===== src/source/vga_ball_pkg.sv =====
package vga_ball_pkg;

    // beam or ball coordinate, 1024 positions per axis
    typedef logic [9:0] coord_t;

    // pixel colour, blue in the msb, green in the middle, red in the lsb
    typedef logic [2:0] rgb_t;

    // one raster mode
    // active area first, then the blanking parts in the order the beam meets them
    typedef struct packed {
        coord_t h_active;
        coord_t h_front;
        coord_t h_sync;
        coord_t h_back;
        coord_t v_active;
        coord_t v_front;
        coord_t v_sync;
        coord_t v_back;
    } video_timing_t;

    // standard 640x480 at a 25 MHz pixel clock
    localparam video_timing_t vga_640x480 = '{
        h_active: 10'd640,
        h_front:  10'd16,
        h_sync:   10'd96,
        h_back:   10'd48,
        v_active: 10'd480,
        v_front:  10'd10,
        v_sync:   10'd2,
        v_back:   10'd33
    };

    // beam state as seen by the renderer
    // sync levels are active low
    typedef struct packed {
        coord_t hpos;
        coord_t vpos;
        logic   hsync;
        logic   vsync;
        logic   display_on;
    } beam_t;

    // top left corner of the ball square
    typedef struct packed {
        coord_t h;
        coord_t v;
    } ball_pos_t;

    // side of the ball square, also the width of both bands
    localparam coord_t ball_size = 10'd4;
    // pixels moved per frame on each axis
    localparam coord_t ball_step = 10'd2;
    // a grid dot sits where these low bits of both coordinates are zero
    localparam coord_t grid_mask = 10'd7;

endpackage


===== src/source/ball_motion.sv =====
`timescale 1ns/1ps

module ball_motion
    import vga_ball_pkg::*;
#(
    parameter video_timing_t timing = vga_640x480
) (
    input  logic      ball_h_collide,
    input  logic      reset,
    input  logic      frame_tick,
    input  logic      stop,
    output ball_pos_t ball
);

    // far bounds so that the whole square stays on screen
    localparam coord_t h_limit = timing.h_active - ball_size;
    localparam coord_t v_limit = timing.v_active - ball_size;

    // axis index 0 is horizontal, 1 is vertical
    localparam int num_axes = 2;

    // far bound per axis, same index order as pos
    localparam coord_t [num_axes-1:0] limit = {v_limit, h_limit};

    coord_t pos      [num_axes];
    coord_t next_pos [num_axes];
    // set while the axis is moving toward 0
    logic   dir_neg  [num_axes];
    logic   step_en;

    // one step per frame, skipped while stop is held
    assign step_en = frame_tick && !stop;

    // candidate position after this frame's step
    always_comb begin
        for (int i = 0; i < num_axes; i++) begin
            if (dir_neg[i]) begin
                next_pos[i] = pos[i] - ball_step;
            end else begin
                next_pos[i] = pos[i] + ball_step;
            end
        end
    end

    // position and direction per axis
    // the new position takes effect from pixel (0,0) of the next frame
    always_ff @(posedge ball_h_collide or posedge reset) begin
        if (reset) begin
            for (int i = 0; i < num_axes; i++) begin
                pos[i]     <= '0;
                dir_neg[i] <= 1'b0;
            end
        end else if (step_en) begin
            for (int i = 0; i < num_axes; i++) begin
                pos[i] <= next_pos[i];
                // bounce exactly on the bound the step lands on
                if (next_pos[i] == limit[i]) begin
                    dir_neg[i] <= 1'b1;
                end else if (next_pos[i] == '0) begin
                    dir_neg[i] <= 1'b0;
                end
            end
        end
    end

    assign ball.h = pos[0];
    assign ball.v = pos[1];

endmodule


===== src/source/pixel_renderer.sv =====
`timescale 1ns/1ps

module pixel_renderer
    import vga_ball_pkg::*;
(
    input  logic      ball_h_collide,
    input  logic      reset,
    input  beam_t     beam,
    input  ball_pos_t ball,
    output logic      hsync,
    output logic      vsync,
    output rgb_t      rgb
);

    coord_t hdiff;
    coord_t vdiff;
    logic   hband;
    logic   vband;
    logic   ball_gfx;
    logic   grid_gfx;
    logic   red;
    logic   green;
    logic   blue;

    // beam offset from the ball corner
    // wraps modulo 1024, so only the four columns or rows from the corner on are small
    assign hdiff = beam.hpos - ball.h;
    assign vdiff = beam.vpos - ball.v;

    // column band and row band through the ball
    assign hband = (hdiff < ball_size);
    assign vband = (vdiff < ball_size);

    // ball square is where the two bands cross
    assign ball_gfx = hband && vband;

    // dot every eight pixels in both directions
    assign grid_gfx = ((beam.hpos & grid_mask) == '0) && ((beam.vpos & grid_mask) == '0);

    // nothing is lit during blanking
    assign red   = beam.display_on && hband;
    assign green = beam.display_on && (grid_gfx || ball_gfx);
    assign blue  = beam.display_on && vband;

    // single output stage
    // the sync levels ride along so all three pins show the same pixel
    always_ff @(posedge ball_h_collide or posedge reset) begin
        if (reset) begin
            rgb   <= '0;
            hsync <= 1'b1;
            vsync <= 1'b1;
        end else begin
            rgb   <= {blue, green, red};
            hsync <= beam.hsync;
            vsync <= beam.vsync;
        end
    end

endmodule


===== src/source/raster_timing_gen.sv =====
`timescale 1ns/1ps

module raster_timing_gen
    import vga_ball_pkg::*;
#(
    parameter video_timing_t timing = vga_640x480
) (
    input  logic  ball_h_collide,
    input  logic  reset,
    output beam_t beam,
    output logic  frame_tick
);

    // full line and full frame lengths, blanking included
    localparam coord_t h_total = timing.h_active + timing.h_front
                               + timing.h_sync + timing.h_back;
    localparam coord_t v_total = timing.v_active + timing.v_front
                               + timing.v_sync + timing.v_back;

    // sync pulse window, start inclusive and end exclusive
    localparam coord_t hsync_start = timing.h_active + timing.h_front;
    localparam coord_t hsync_end   = hsync_start + timing.h_sync;
    localparam coord_t vsync_start = timing.v_active + timing.v_front;
    localparam coord_t vsync_end   = vsync_start + timing.v_sync;

    coord_t hcount;
    coord_t vcount;
    logic   line_end;
    logic   frame_end;

    // last pixel of a line and last line of a frame
    assign line_end  = (hcount == h_total - 10'd1);
    assign frame_end = (vcount == v_total - 10'd1);

    // beam counters
    // pixel 0 sits at (0,0) straight out of reset
    always_ff @(posedge ball_h_collide or posedge reset) begin
        if (reset) begin
            hcount <= '0;
            vcount <= '0;
        end else begin
            if (line_end) begin
                hcount <= '0;
                // vertical count only moves when the line wraps
                if (frame_end) begin
                    vcount <= '0;
                end else begin
                    vcount <= vcount + 10'd1;
                end
            end else begin
                hcount <= hcount + 10'd1;
            end
        end
    end

    // everything below is decoded straight from the counters
    assign beam.hpos = hcount;
    assign beam.vpos = vcount;

    // low only inside the pulse window
    assign beam.hsync = !((hcount >= hsync_start) && (hcount < hsync_end));
    assign beam.vsync = !((vcount >= vsync_start) && (vcount < vsync_end));

    assign beam.display_on = (hcount < timing.h_active) && (vcount < timing.v_active);

    // one cycle at the very last pixel, the motion unit steps on it
    assign frame_tick = line_end && frame_end;

endmodule


===== src/source/vga_ball_top.sv =====
`timescale 1ns/1ps

module vga_ball_top
    import vga_ball_pkg::*;
#(
    parameter video_timing_t timing = vga_640x480
) (
    input  logic ball_h_collide,
    input  logic reset,
    input  logic stop,
    output logic hsync,
    output logic vsync,
    output rgb_t rgb
);

    beam_t     beam;
    logic      frame_tick;
    ball_pos_t ball;

    // beam counters and sync decode
    raster_timing_gen #(
        .timing (timing)
    ) i_raster_timing_gen (
        .ball_h_collide (ball_h_collide),
        .reset          (reset),
        .beam           (beam),
        .frame_tick     (frame_tick)
    );

    // ball steps once per frame, stop freezes it
    ball_motion #(
        .timing (timing)
    ) i_ball_motion (
        .ball_h_collide (ball_h_collide),
        .reset          (reset),
        .frame_tick     (frame_tick),
        .stop           (stop),
        .ball           (ball)
    );

    // colour and sync pins, one cycle behind the counters
    pixel_renderer i_pixel_renderer (
        .ball_h_collide (ball_h_collide),
        .reset          (reset),
        .beam           (beam),
        .ball           (ball),
        .hsync          (hsync),
        .vsync          (vsync),
        .rgb            (rgb)
    );

endmodule


===== config.mk =====
export PLATFORM = sky130hd
export DESIGN_NAME = vga_ball_top
export DESIGN_NICKNAME = d
export VERILOG_FILES = /design/src/source/vga_ball_pkg.sv /design/src/source/ball_motion.sv /design/src/source/pixel_renderer.sv /design/src/source/raster_timing_gen.sv /design/src/source/vga_ball_top.sv
export SDC_FILE = /design/constraint.sdc
export NUM_CORES = 1
export LEC_CHECK = 0
export BUFFER_PORTS_ARGS = -buffer_cell sky130_fd_sc_hd__clkbuf_2
export CAP_MARGIN = 0
export CORE_UTILIZATION = 60
export DETAILED_ROUTE_END_ITERATION = 8
export PLACE_DENSITY = 0.76
export REMOVE_ABC_BUFFERS = 1
export SLEW_MARGIN = 25
export SYNTH_ARGS = -nofsm -noshare
export SYNTH_HDL_FRONTEND = slang
export SYNTH_HIERARCHICAL = 1
export SYNTH_SLANG_ARGS = --single-unit

===== constraint.sdc =====
create_clock -name ball_h_collide -period 3.6 [get_ports ball_h_collide]
set_input_delay 0.54 -clock ball_h_collide [delete_from_list [all_inputs] [get_ports ball_h_collide]]
set_output_delay 0.54 -clock ball_h_collide [all_outputs]
set_load 0.05 [all_outputs]

==> results of run 1 <==
## per-stage QoR
step,utilization [%],area [um2]
finish,67.1,3760
floorplan,-,3530
detailed placement,65.5,3670
CTS,67.1,3760
global route,67.1,3760
global placement,65.5,3670
## routing by layer
metal,routed length [um],share of wire [%],vias up,track usage [%]
met3,197,2.6,11,3.79
met5,0,0,-,0
met1,3480,47,1349,33.2
li1,-,-,1434,-
met2,3690,49,52,45.0
met4,104,1.4,0,10.2
## area by class of cell
type | count | area [um2]
clock inverter | 3 | 25.0
fill | 479 | 1840
sequential | 45 | 1130
clock buffer | 5 | 68.8
timing repair buffer | 9 | 50.0
multi-input combinational | 307 | 2260
tap | 72 | 90.1
inverter | 38 | 143
## placed cells by master (no fill, tap or decap), types with 4 or more instances in the layout
cell type	count
sky130_fd_sc_hd__inv_1	38
sky130_fd_sc_hd__xnor2_1	17
sky130_fd_sc_hd__a31oi_1	5
sky130_fd_sc_hd__a21o_1	6
sky130_fd_sc_hd__nor2b_1	4
sky130_fd_sc_hd__clkbuf_8	5
sky130_fd_sc_hd__nand3_1	16
sky130_fd_sc_hd__ha_1	39
sky130_fd_sc_hd__o21a_1	5
sky130_fd_sc_hd__o21ai_0	25
sky130_fd_sc_hd__nor2_1	22
sky130_fd_sc_hd__nand2b_1	9
sky130_fd_sc_hd__and3_1	4
sky130_fd_sc_hd__a21oi_1	17
sky130_fd_sc_hd__nand4_1	5
sky130_fd_sc_hd__clkbuf_2	7
sky130_fd_sc_hd__nor3_1	5
sky130_fd_sc_hd__nand2_1	36
sky130_fd_sc_hd__xor2_1	15
sky130_fd_sc_hd__and2_1	5
sky130_fd_sc_hd__or3_1	5
sky130_fd_sc_hd__dfrtp_1	43
## power by group
group          internal (mW)  switching, mW
Combinational        0.00130         0.0115
Sequential             0.505              0
Clock                  0.140          0.189
Total                  0.647          0.201
## path summary, 6_finish.rpt
path,endpoint,cells after the start
worst max-delay path,i_ball_motion/dir_neg[1],10
min in group ball_h_collide,i_ball_motion/ball[16],2
worst min-delay path,i_pixel_renderer/rgb[2],2
max in group asynchronous,i_raster_timing_gen/hcount[3],2
worst min register to register,i_ball_motion/ball[16],2
worst max register to register,i_ball_motion/dir_neg[1],10
## kinds of logic (layout without fill, tap and decap cells)
kind of cell	Yosys count	in the layout	synth area share [%]
flip-flops	45	45	31.6
AND/OR/NAND/NOR	135	135	21.0
buffers and inverters	47	55	5.22
AO/OA/AOI/OAI	92	92	17.6
multiplexers	3	3	0.841
adder cells (fa/ha/maj)	41	41	14.8
other	1	2	0.105
XOR/XNOR	34	34	8.93
## flip-flops by register name (all words and copies together) (netlist names)
register and cells:
i_ball_motion/ball 18, i_raster_timing_gen/hcount 10, i_raster_timing_gen/vcount 10, i_pixel_renderer/rgb 3
i_ball_motion/dir_neg 2, i_pixel_renderer/hsync 1, i_pixel_renderer/vsync 1
## critical path: cells and delay by family (launching register included)
family | cells | cell delay (ps)
compound gates | 2 | 400
fa+ha+maj | 1 | 150
flops | 1 | 460
simple gates | 5 | 1480
buf+inv | 2 | 330
==> flow_results.org, run 1 <==
** STA
- Headroom to the max-slew limit :: 46.9%
- Final cycle utilization of the critical path :: 81.9%
- Max Slew Vio Count :: 0
- Setup total negative slack on the finished layout was measured at 0 ps.
- At the pin with the least slew margin, the transition time is 796 ps.
- Min setup slack post-route :: 650 ps
- Fmax :: 0.339 GHz
- WHS :: 144 ps
- Final min period :: 2950 ps
- Across the routed clock network, the largest skew measured is 8.52 ps.
- Setup violations remaining at the end of the flow were counted as 0.
- The number of hold violations in the final report is 0.
- Setup repair after global routing left no endpoint under its margin.

** Clocking
- CTS placed an instance of sky130_fd_sc_hd__clkbuf_8 at the clock tree root.
- Counting the buffers created by CTS gives 5.
- Once the clock tree was built, the setup fixing pass inserted 0 buffers.
- Post_cts resized :: 0
- Clk Latency, worst-skew pair :: 300 ps
- CTS saw 45 sinks.
- TritonCTS built the clock tree.
- The clock passes through at most 2 buffers.
- In this run the number of H-tree levels came out at 2.
- Hold repair after CTS inserted 0 buffers.
- Clock-pin slew reported for the worst setup and hold paths after clock tree synthesis :: 100 ps

** Power
- For this design the ratio of total power to cell area is 225 mW/mm2.
- Cell leakage power :: 1.74 nW
- Final Power :: 848 uW
- IR analysis of the VDD net gives a maximum drop of 0.151 mV.

** Synth
- In the synthesized netlist the dominant register cell turns out to be sky130_fd_sc_hd__dfrtp_1.
- The Yosys step of the flow raised 6 warnings.
- FFs w/ async S/R, synth :: 100%
- Yosys attributes the largest share of cell area to sky130_fd_sc_hd__dfrtp_1, sky130_fd_sc_hd__ha_1, sky130_fd_sc_hd__xnor2_1.
- Cell accounting for the most synthesized area :: sky130_fd_sc_hd__dfrtp_1
- Area share of the largest cell type after synthesis :: 30.1%
- A synthesized cell averages 8.97 um2.
- In this run the cell area of the synthesized design comes to 0.00357 mm2.
- Post-synth EDFFs :: 0
- Most frequent cells after synthesis :: sky130_fd_sc_hd__dfrtp_1, sky130_fd_sc_hd__ha_1, sky130_fd_sc_hd__inv_1
- Most common cell in the netlist :: sky130_fd_sc_hd__dfrtp_1
- The synthesized netlist contains 70 unique library cells.
- The synthesized design contains 45 register bits.
- Sequential-to-total area share from yosys stat :: 31.6%
- Post-synthesis instance total :: 398

** Job
- Number of maximum-capacitance violations :: 0

** Route
- Number of optimization iterations in the first detailed-route pass :: 4
- Avg Vias per Cell :: 5.94
- Antenna-violating nets left :: 0
- The detailed router placed 2846 vias in this run.
- After detailed routing, the average wire length per cell comes to 15.6 um.
- DRC violation total after the first TritonRoute iteration :: 203
- The routed design has 7.47 mm of wire.
- # DRC :: 0

** Layout
- The area growth from synthesis to layout is 5.43%.
- Final standard cell count with taps included and fillers excluded :: 479
- The repair_antennas step left the layout with diodes totalling 0.
- Total number of nets in the final design :: 450
- Cells with a size suffix above 1 make up 8.85% of the layout.

** Floorplanning
- I/O Pins :: 8
- Die ar. :: 0.00626 mm2
- In this run the vertical extent of the chip is 79.1 um.
- Die W :: 79.1 um
- Area of the placeable core :: 0.00561 mm2
- For this configuration, the core starts out at a cell density of 63.7%.
- Number of rows in the core area :: 27

** Placement
- Final HPWL from detailed placement :: 5.86 mm
- Before CTS, the worst setup slack after placement is 681 ps.
- The count of buffers added on input and output ports is 7.
- Placed cells :: 471
- Routability cong. :: 0.909

** Setup path
- The worst setup path is captured at a register.
- Worst reg-to-reg setup slack :: 650 ps
- Worst path required time :: 3780 ps
- Start-to-end type of the worst setup path :: reg2reg
- In this design, the stage delay of the slowest critical-path cell is 650 ps.
- On the critical path, the stage with the largest delay is an instance of sky130_fd_sc_hd__or4_1.
- Critical path peak fanout :: 10
- Startpoint type of the worst setup path :: register
- Start point of the critical path :: i_raster_timing_gen/vcount[0]
- Crit path DAT :: 3130 ps
- Reg2Reg Launch Point :: i_raster_timing_gen/vcount[0]
- Traced cell by cell, the critical path runs through inv_1, ha_1, or4b_1, or4_1, nor2_1, nor2b_1, buf_4, nand2_1, o41ai_1, a21oi_1.

** Global route
- Global routing usage summed across all routing layers :: 26.3%
- Entering global routing, the biggest net connects 26 pins.
- Global-route wire length before repair :: 13.0 mm
- The initial antenna violation count was 0.
- The number of global-route vias before repair is 2898.
- Summed over all layers, the global routing overflow is 0.

** Run status
- The flow ran to the end, and the final reports show no timing, DRC or antenna violations.

** Min path
- Class of the most critical hold timing path :: in2async
(Power assumes the default switching activity.)
==> run 2: changes to the inputs <==
==> constraint.sdc (replaced) <==
create_clock -name ball_h_collide -period 2.78 [get_ports ball_h_collide]
set_input_delay 0.417 -clock ball_h_collide [delete_from_list [all_inputs] [get_ports ball_h_collide]]
set_output_delay 0.417 -clock ball_h_collide [all_outputs]
set_load 0.05 [all_outputs]
==> run 2 against run 1 <==
- cell area up 2.9%
- die area unchanged
- sequential cell count unchanged
- routed wire length down 0.40%
- critical endpoint unchanged
==> flow_results.org, run 2 (synthesized netlist as in run 1, its figures left out) <==
** Clocking
- The clock reaches the later pin of the worst-skew pair after 300 ps.
- Maximum clock insertion buffer count :: 2
- Hold repair after CTS inserted 0 buffers.
- CTS built an H-tree with a depth of 2.
- The clock net in this run drives a total of 45 sinks.
- Clock tree synthesis inserted a total of 5 buffers.
- TritonCTS built the clock tree.
- Buffer type at the clock tree root :: sky130_fd_sc_hd__clkbuf_8
- After clock tree synthesis, the clock-pin slew on the worst setup and hold paths is 90 ps.

** Floorplanning
- The floorplan has 27 rows.
- For this configuration, the core starts out at a cell density of 63.7%.
- Die ar. :: 0.00626 mm2
- I/O Pins :: 8
- Die W :: 79.1 um
- The core region is 0.00561 mm2.
- Vertical die dimension :: 79.1 um

** Min path
- Class of the most critical hold timing path :: in2async

** STA
- Min setup slack post-route :: 148 ps
- Final Hold Viols :: 0
- Static timing analysis puts the maximum clock frequency at 0.380 GHz.
- WHS :: 28.6 ps
- Setup violations remaining at the end of the flow were counted as 0.
- Unrepaired setup endpoints after global routing :: no
- The routed design could run at a clock period as short as 2630 ps.
- Post-route clock skew :: 9.87 ps
- Final cycle utilization of the critical path :: 94.7%
- Transition at the pin with the smallest max-transition slack :: 789 ps
- The number of pins exceeding their max-slew limit in the final report was 0.
- Headroom to the max-slew limit came out at 47.4%.

** Placement
- At the placement stage, the worst setup path has a slack of 71.0 ps.
- Placed inst area :: 0.00372 mm2
- Final HPWL from detailed placement :: 5.68 mm
- Placed cells :: 478
- Buffers placed on the I/O ports in this run total 7.
- Routability cong. :: 0.896

** Layout
- The filler cells instantiated in the layout total 437.
- From synthesis to final layout, the design area changed by 8.51%.
- After routing the design area is 0.00387 mm2.
- The finished layout holds 490 standard cells, fillers aside.
- The library cell used most frequently in the layout, excluding fill and tap cells, is sky130_fd_sc_hd__dfrtp_1.
- Number of antenna repair diodes :: 0
- Cells fill 69.1% of the core in the end.
- Cells with a size suffix above 1 make up 12.7% of the layout.
- Number of flip-flops in the largest register :: 18
- Total number of nets in the final design :: 461
- In the layout the commonest cells are sky130_fd_sc_hd__dfrtp_1, sky130_fd_sc_hd__ha_1, sky130_fd_sc_hd__inv_1, sky130_fd_sc_hd__nand2_1, sky130_fd_sc_hd__o21ai_0.

** Setup path
- STA classifies the critical path endpoint as a register.
- In this run the worst path has a maximum fanout of 10.
- The worst setup path is of the reg2reg kind.
- Worst path required time :: 2960 ps
- The worst setup path is launched from a register.
- Data arrives at the worst endpoint at 2810 ps.

** Power
- Across the VDD grid, the largest voltage drop is 0.167 mV.
- Summed over all cells, the static leakage comes to 1.81 nW.
- For this design the ratio of total power to cell area is 285 mW/mm2.

** Route
- In this run, the number of DRC markers left after iteration 0 of detailed routing was 143.
- Avg Vias per Cell :: 5.93
- After detailed routing, the average wire length per cell comes to 15.2 um.
- Antenna-violating nets left :: 0
- Total wire length :: 7.44 mm
- The first TritonRoute pass finished after 4 iterations.
- # DRC :: 0
- Summing over every cut layer, the via total after detailed routing is 2904.

** Global route
- The total overflow left after global routing is 0.
- The initial antenna violation count is 0.
- The first global-routing pass estimated 12.7 mm of wire.
- Entering global routing, the biggest net connects 25 pins.
- Number of global-route vias before repair :: 2761
- Global routing used 25.8% of the available tracks across all layers.

** Job
- The tool flagged a number of max-cap violations equal to 0.

** Run status
- The run finished with clean final reports.
-- run 2: stage by stage --
step                total power, mW  TNS, ps
CTS                            1.11        0
detailed placement            0.684        0
finish                         1.10        0
global placement              0.684        0
floorplan                     0.678     -252
global route                   1.15        0
-- run 2: path summary, 6_finish.rpt --
| check | start | slack (ps) | endpoint | depth (start not counted) |
|---|---|---|---|---|
| worst min-delay path | reset | 30 | i_pixel_renderer/rgb[2] | 2 |
| worst max register to register | i_raster_timing_gen/vcount[0] | 150 | i_ball_motion/dir_neg[1] | 10 |
| worst min register to register | i_ball_motion/ball[16] | 530 | i_ball_motion/ball[16] | 2 |
| max in group asynchronous | reset | 2010 | i_ball_motion/dir_neg[1] | 2 |
| min in group ball_h_collide | stop | 520 | i_ball_motion/ball[5] | 4 |
| worst max-delay path | i_raster_timing_gen/vcount[0] | 150 | i_ball_motion/dir_neg[1] | 10 |
-- run 2: where the power goes --
group | internal, mW | leakage (nW) | switching, mW | total (mW)
sequential | 0.654 | 0.591 | 0 | 0.654
clock | 0.202 | 0.0512 | 0.232 | 0.433
combinational | 0.00168 | 1.17 | 0.0148 | 0.0165
total | 0.857 | 1.81 | 0.246 | 1.10
-- run 2: layout make-up --
cell class              count  area, um2  area share (%)
clock inverters             2       13.8           0.355
clock buffers               6       82.6            2.13
inverters                  38        143            3.68
multi-input cells         307       2280            58.9
repair buffers             20        133            3.42
well taps                  72       90.1            2.32
flip-flops and latches     45       1130            29.2
-- run 2: repair_timing --
| action | 4_1_cts | 5_1_grt |
|---|---|---|
| hold endpoints to repair | 0 | 0 |
| setup buffers | 0 | 4 |
| setup endpoints to repair | 0 | 3 |
| resized for setup | 0 | 7 |
-- run 2: per-layer routing --
| metal | routed length [um] | vias up | share of wire, % | GRT usage (%) |
|---|---|---|---|---|
| li1 | - | 1454 | - | - |
| met1 | 3550 | 1381 | 48 | 35.4 |
| met2 | 3540 | 58 | 48 | 42.7 |
| met3 | 243 | 11 | 3.3 | 2.87 |
| met4 | 112 | 0 | 1.5 | 7.82 |
| met5 | 0 | - | 0 | 0 |
-- run 2: worst max-delay path: stages, from the launching register on --
cell                      delay, ps
sky130_fd_sc_hd__dfrtp_1        400
sky130_fd_sc_hd__inv_2           90
sky130_fd_sc_hd__ha_1           140
sky130_fd_sc_hd__or4b_1         450
sky130_fd_sc_hd__or4_4          520
sky130_fd_sc_hd__nor2_4         140
sky130_fd_sc_hd__nor2b_1        140
sky130_fd_sc_hd__buf_4          160
sky130_fd_sc_hd__nand2_1         70
sky130_fd_sc_hd__o41ai_2        280
sky130_fd_sc_hd__a21oi_1        100
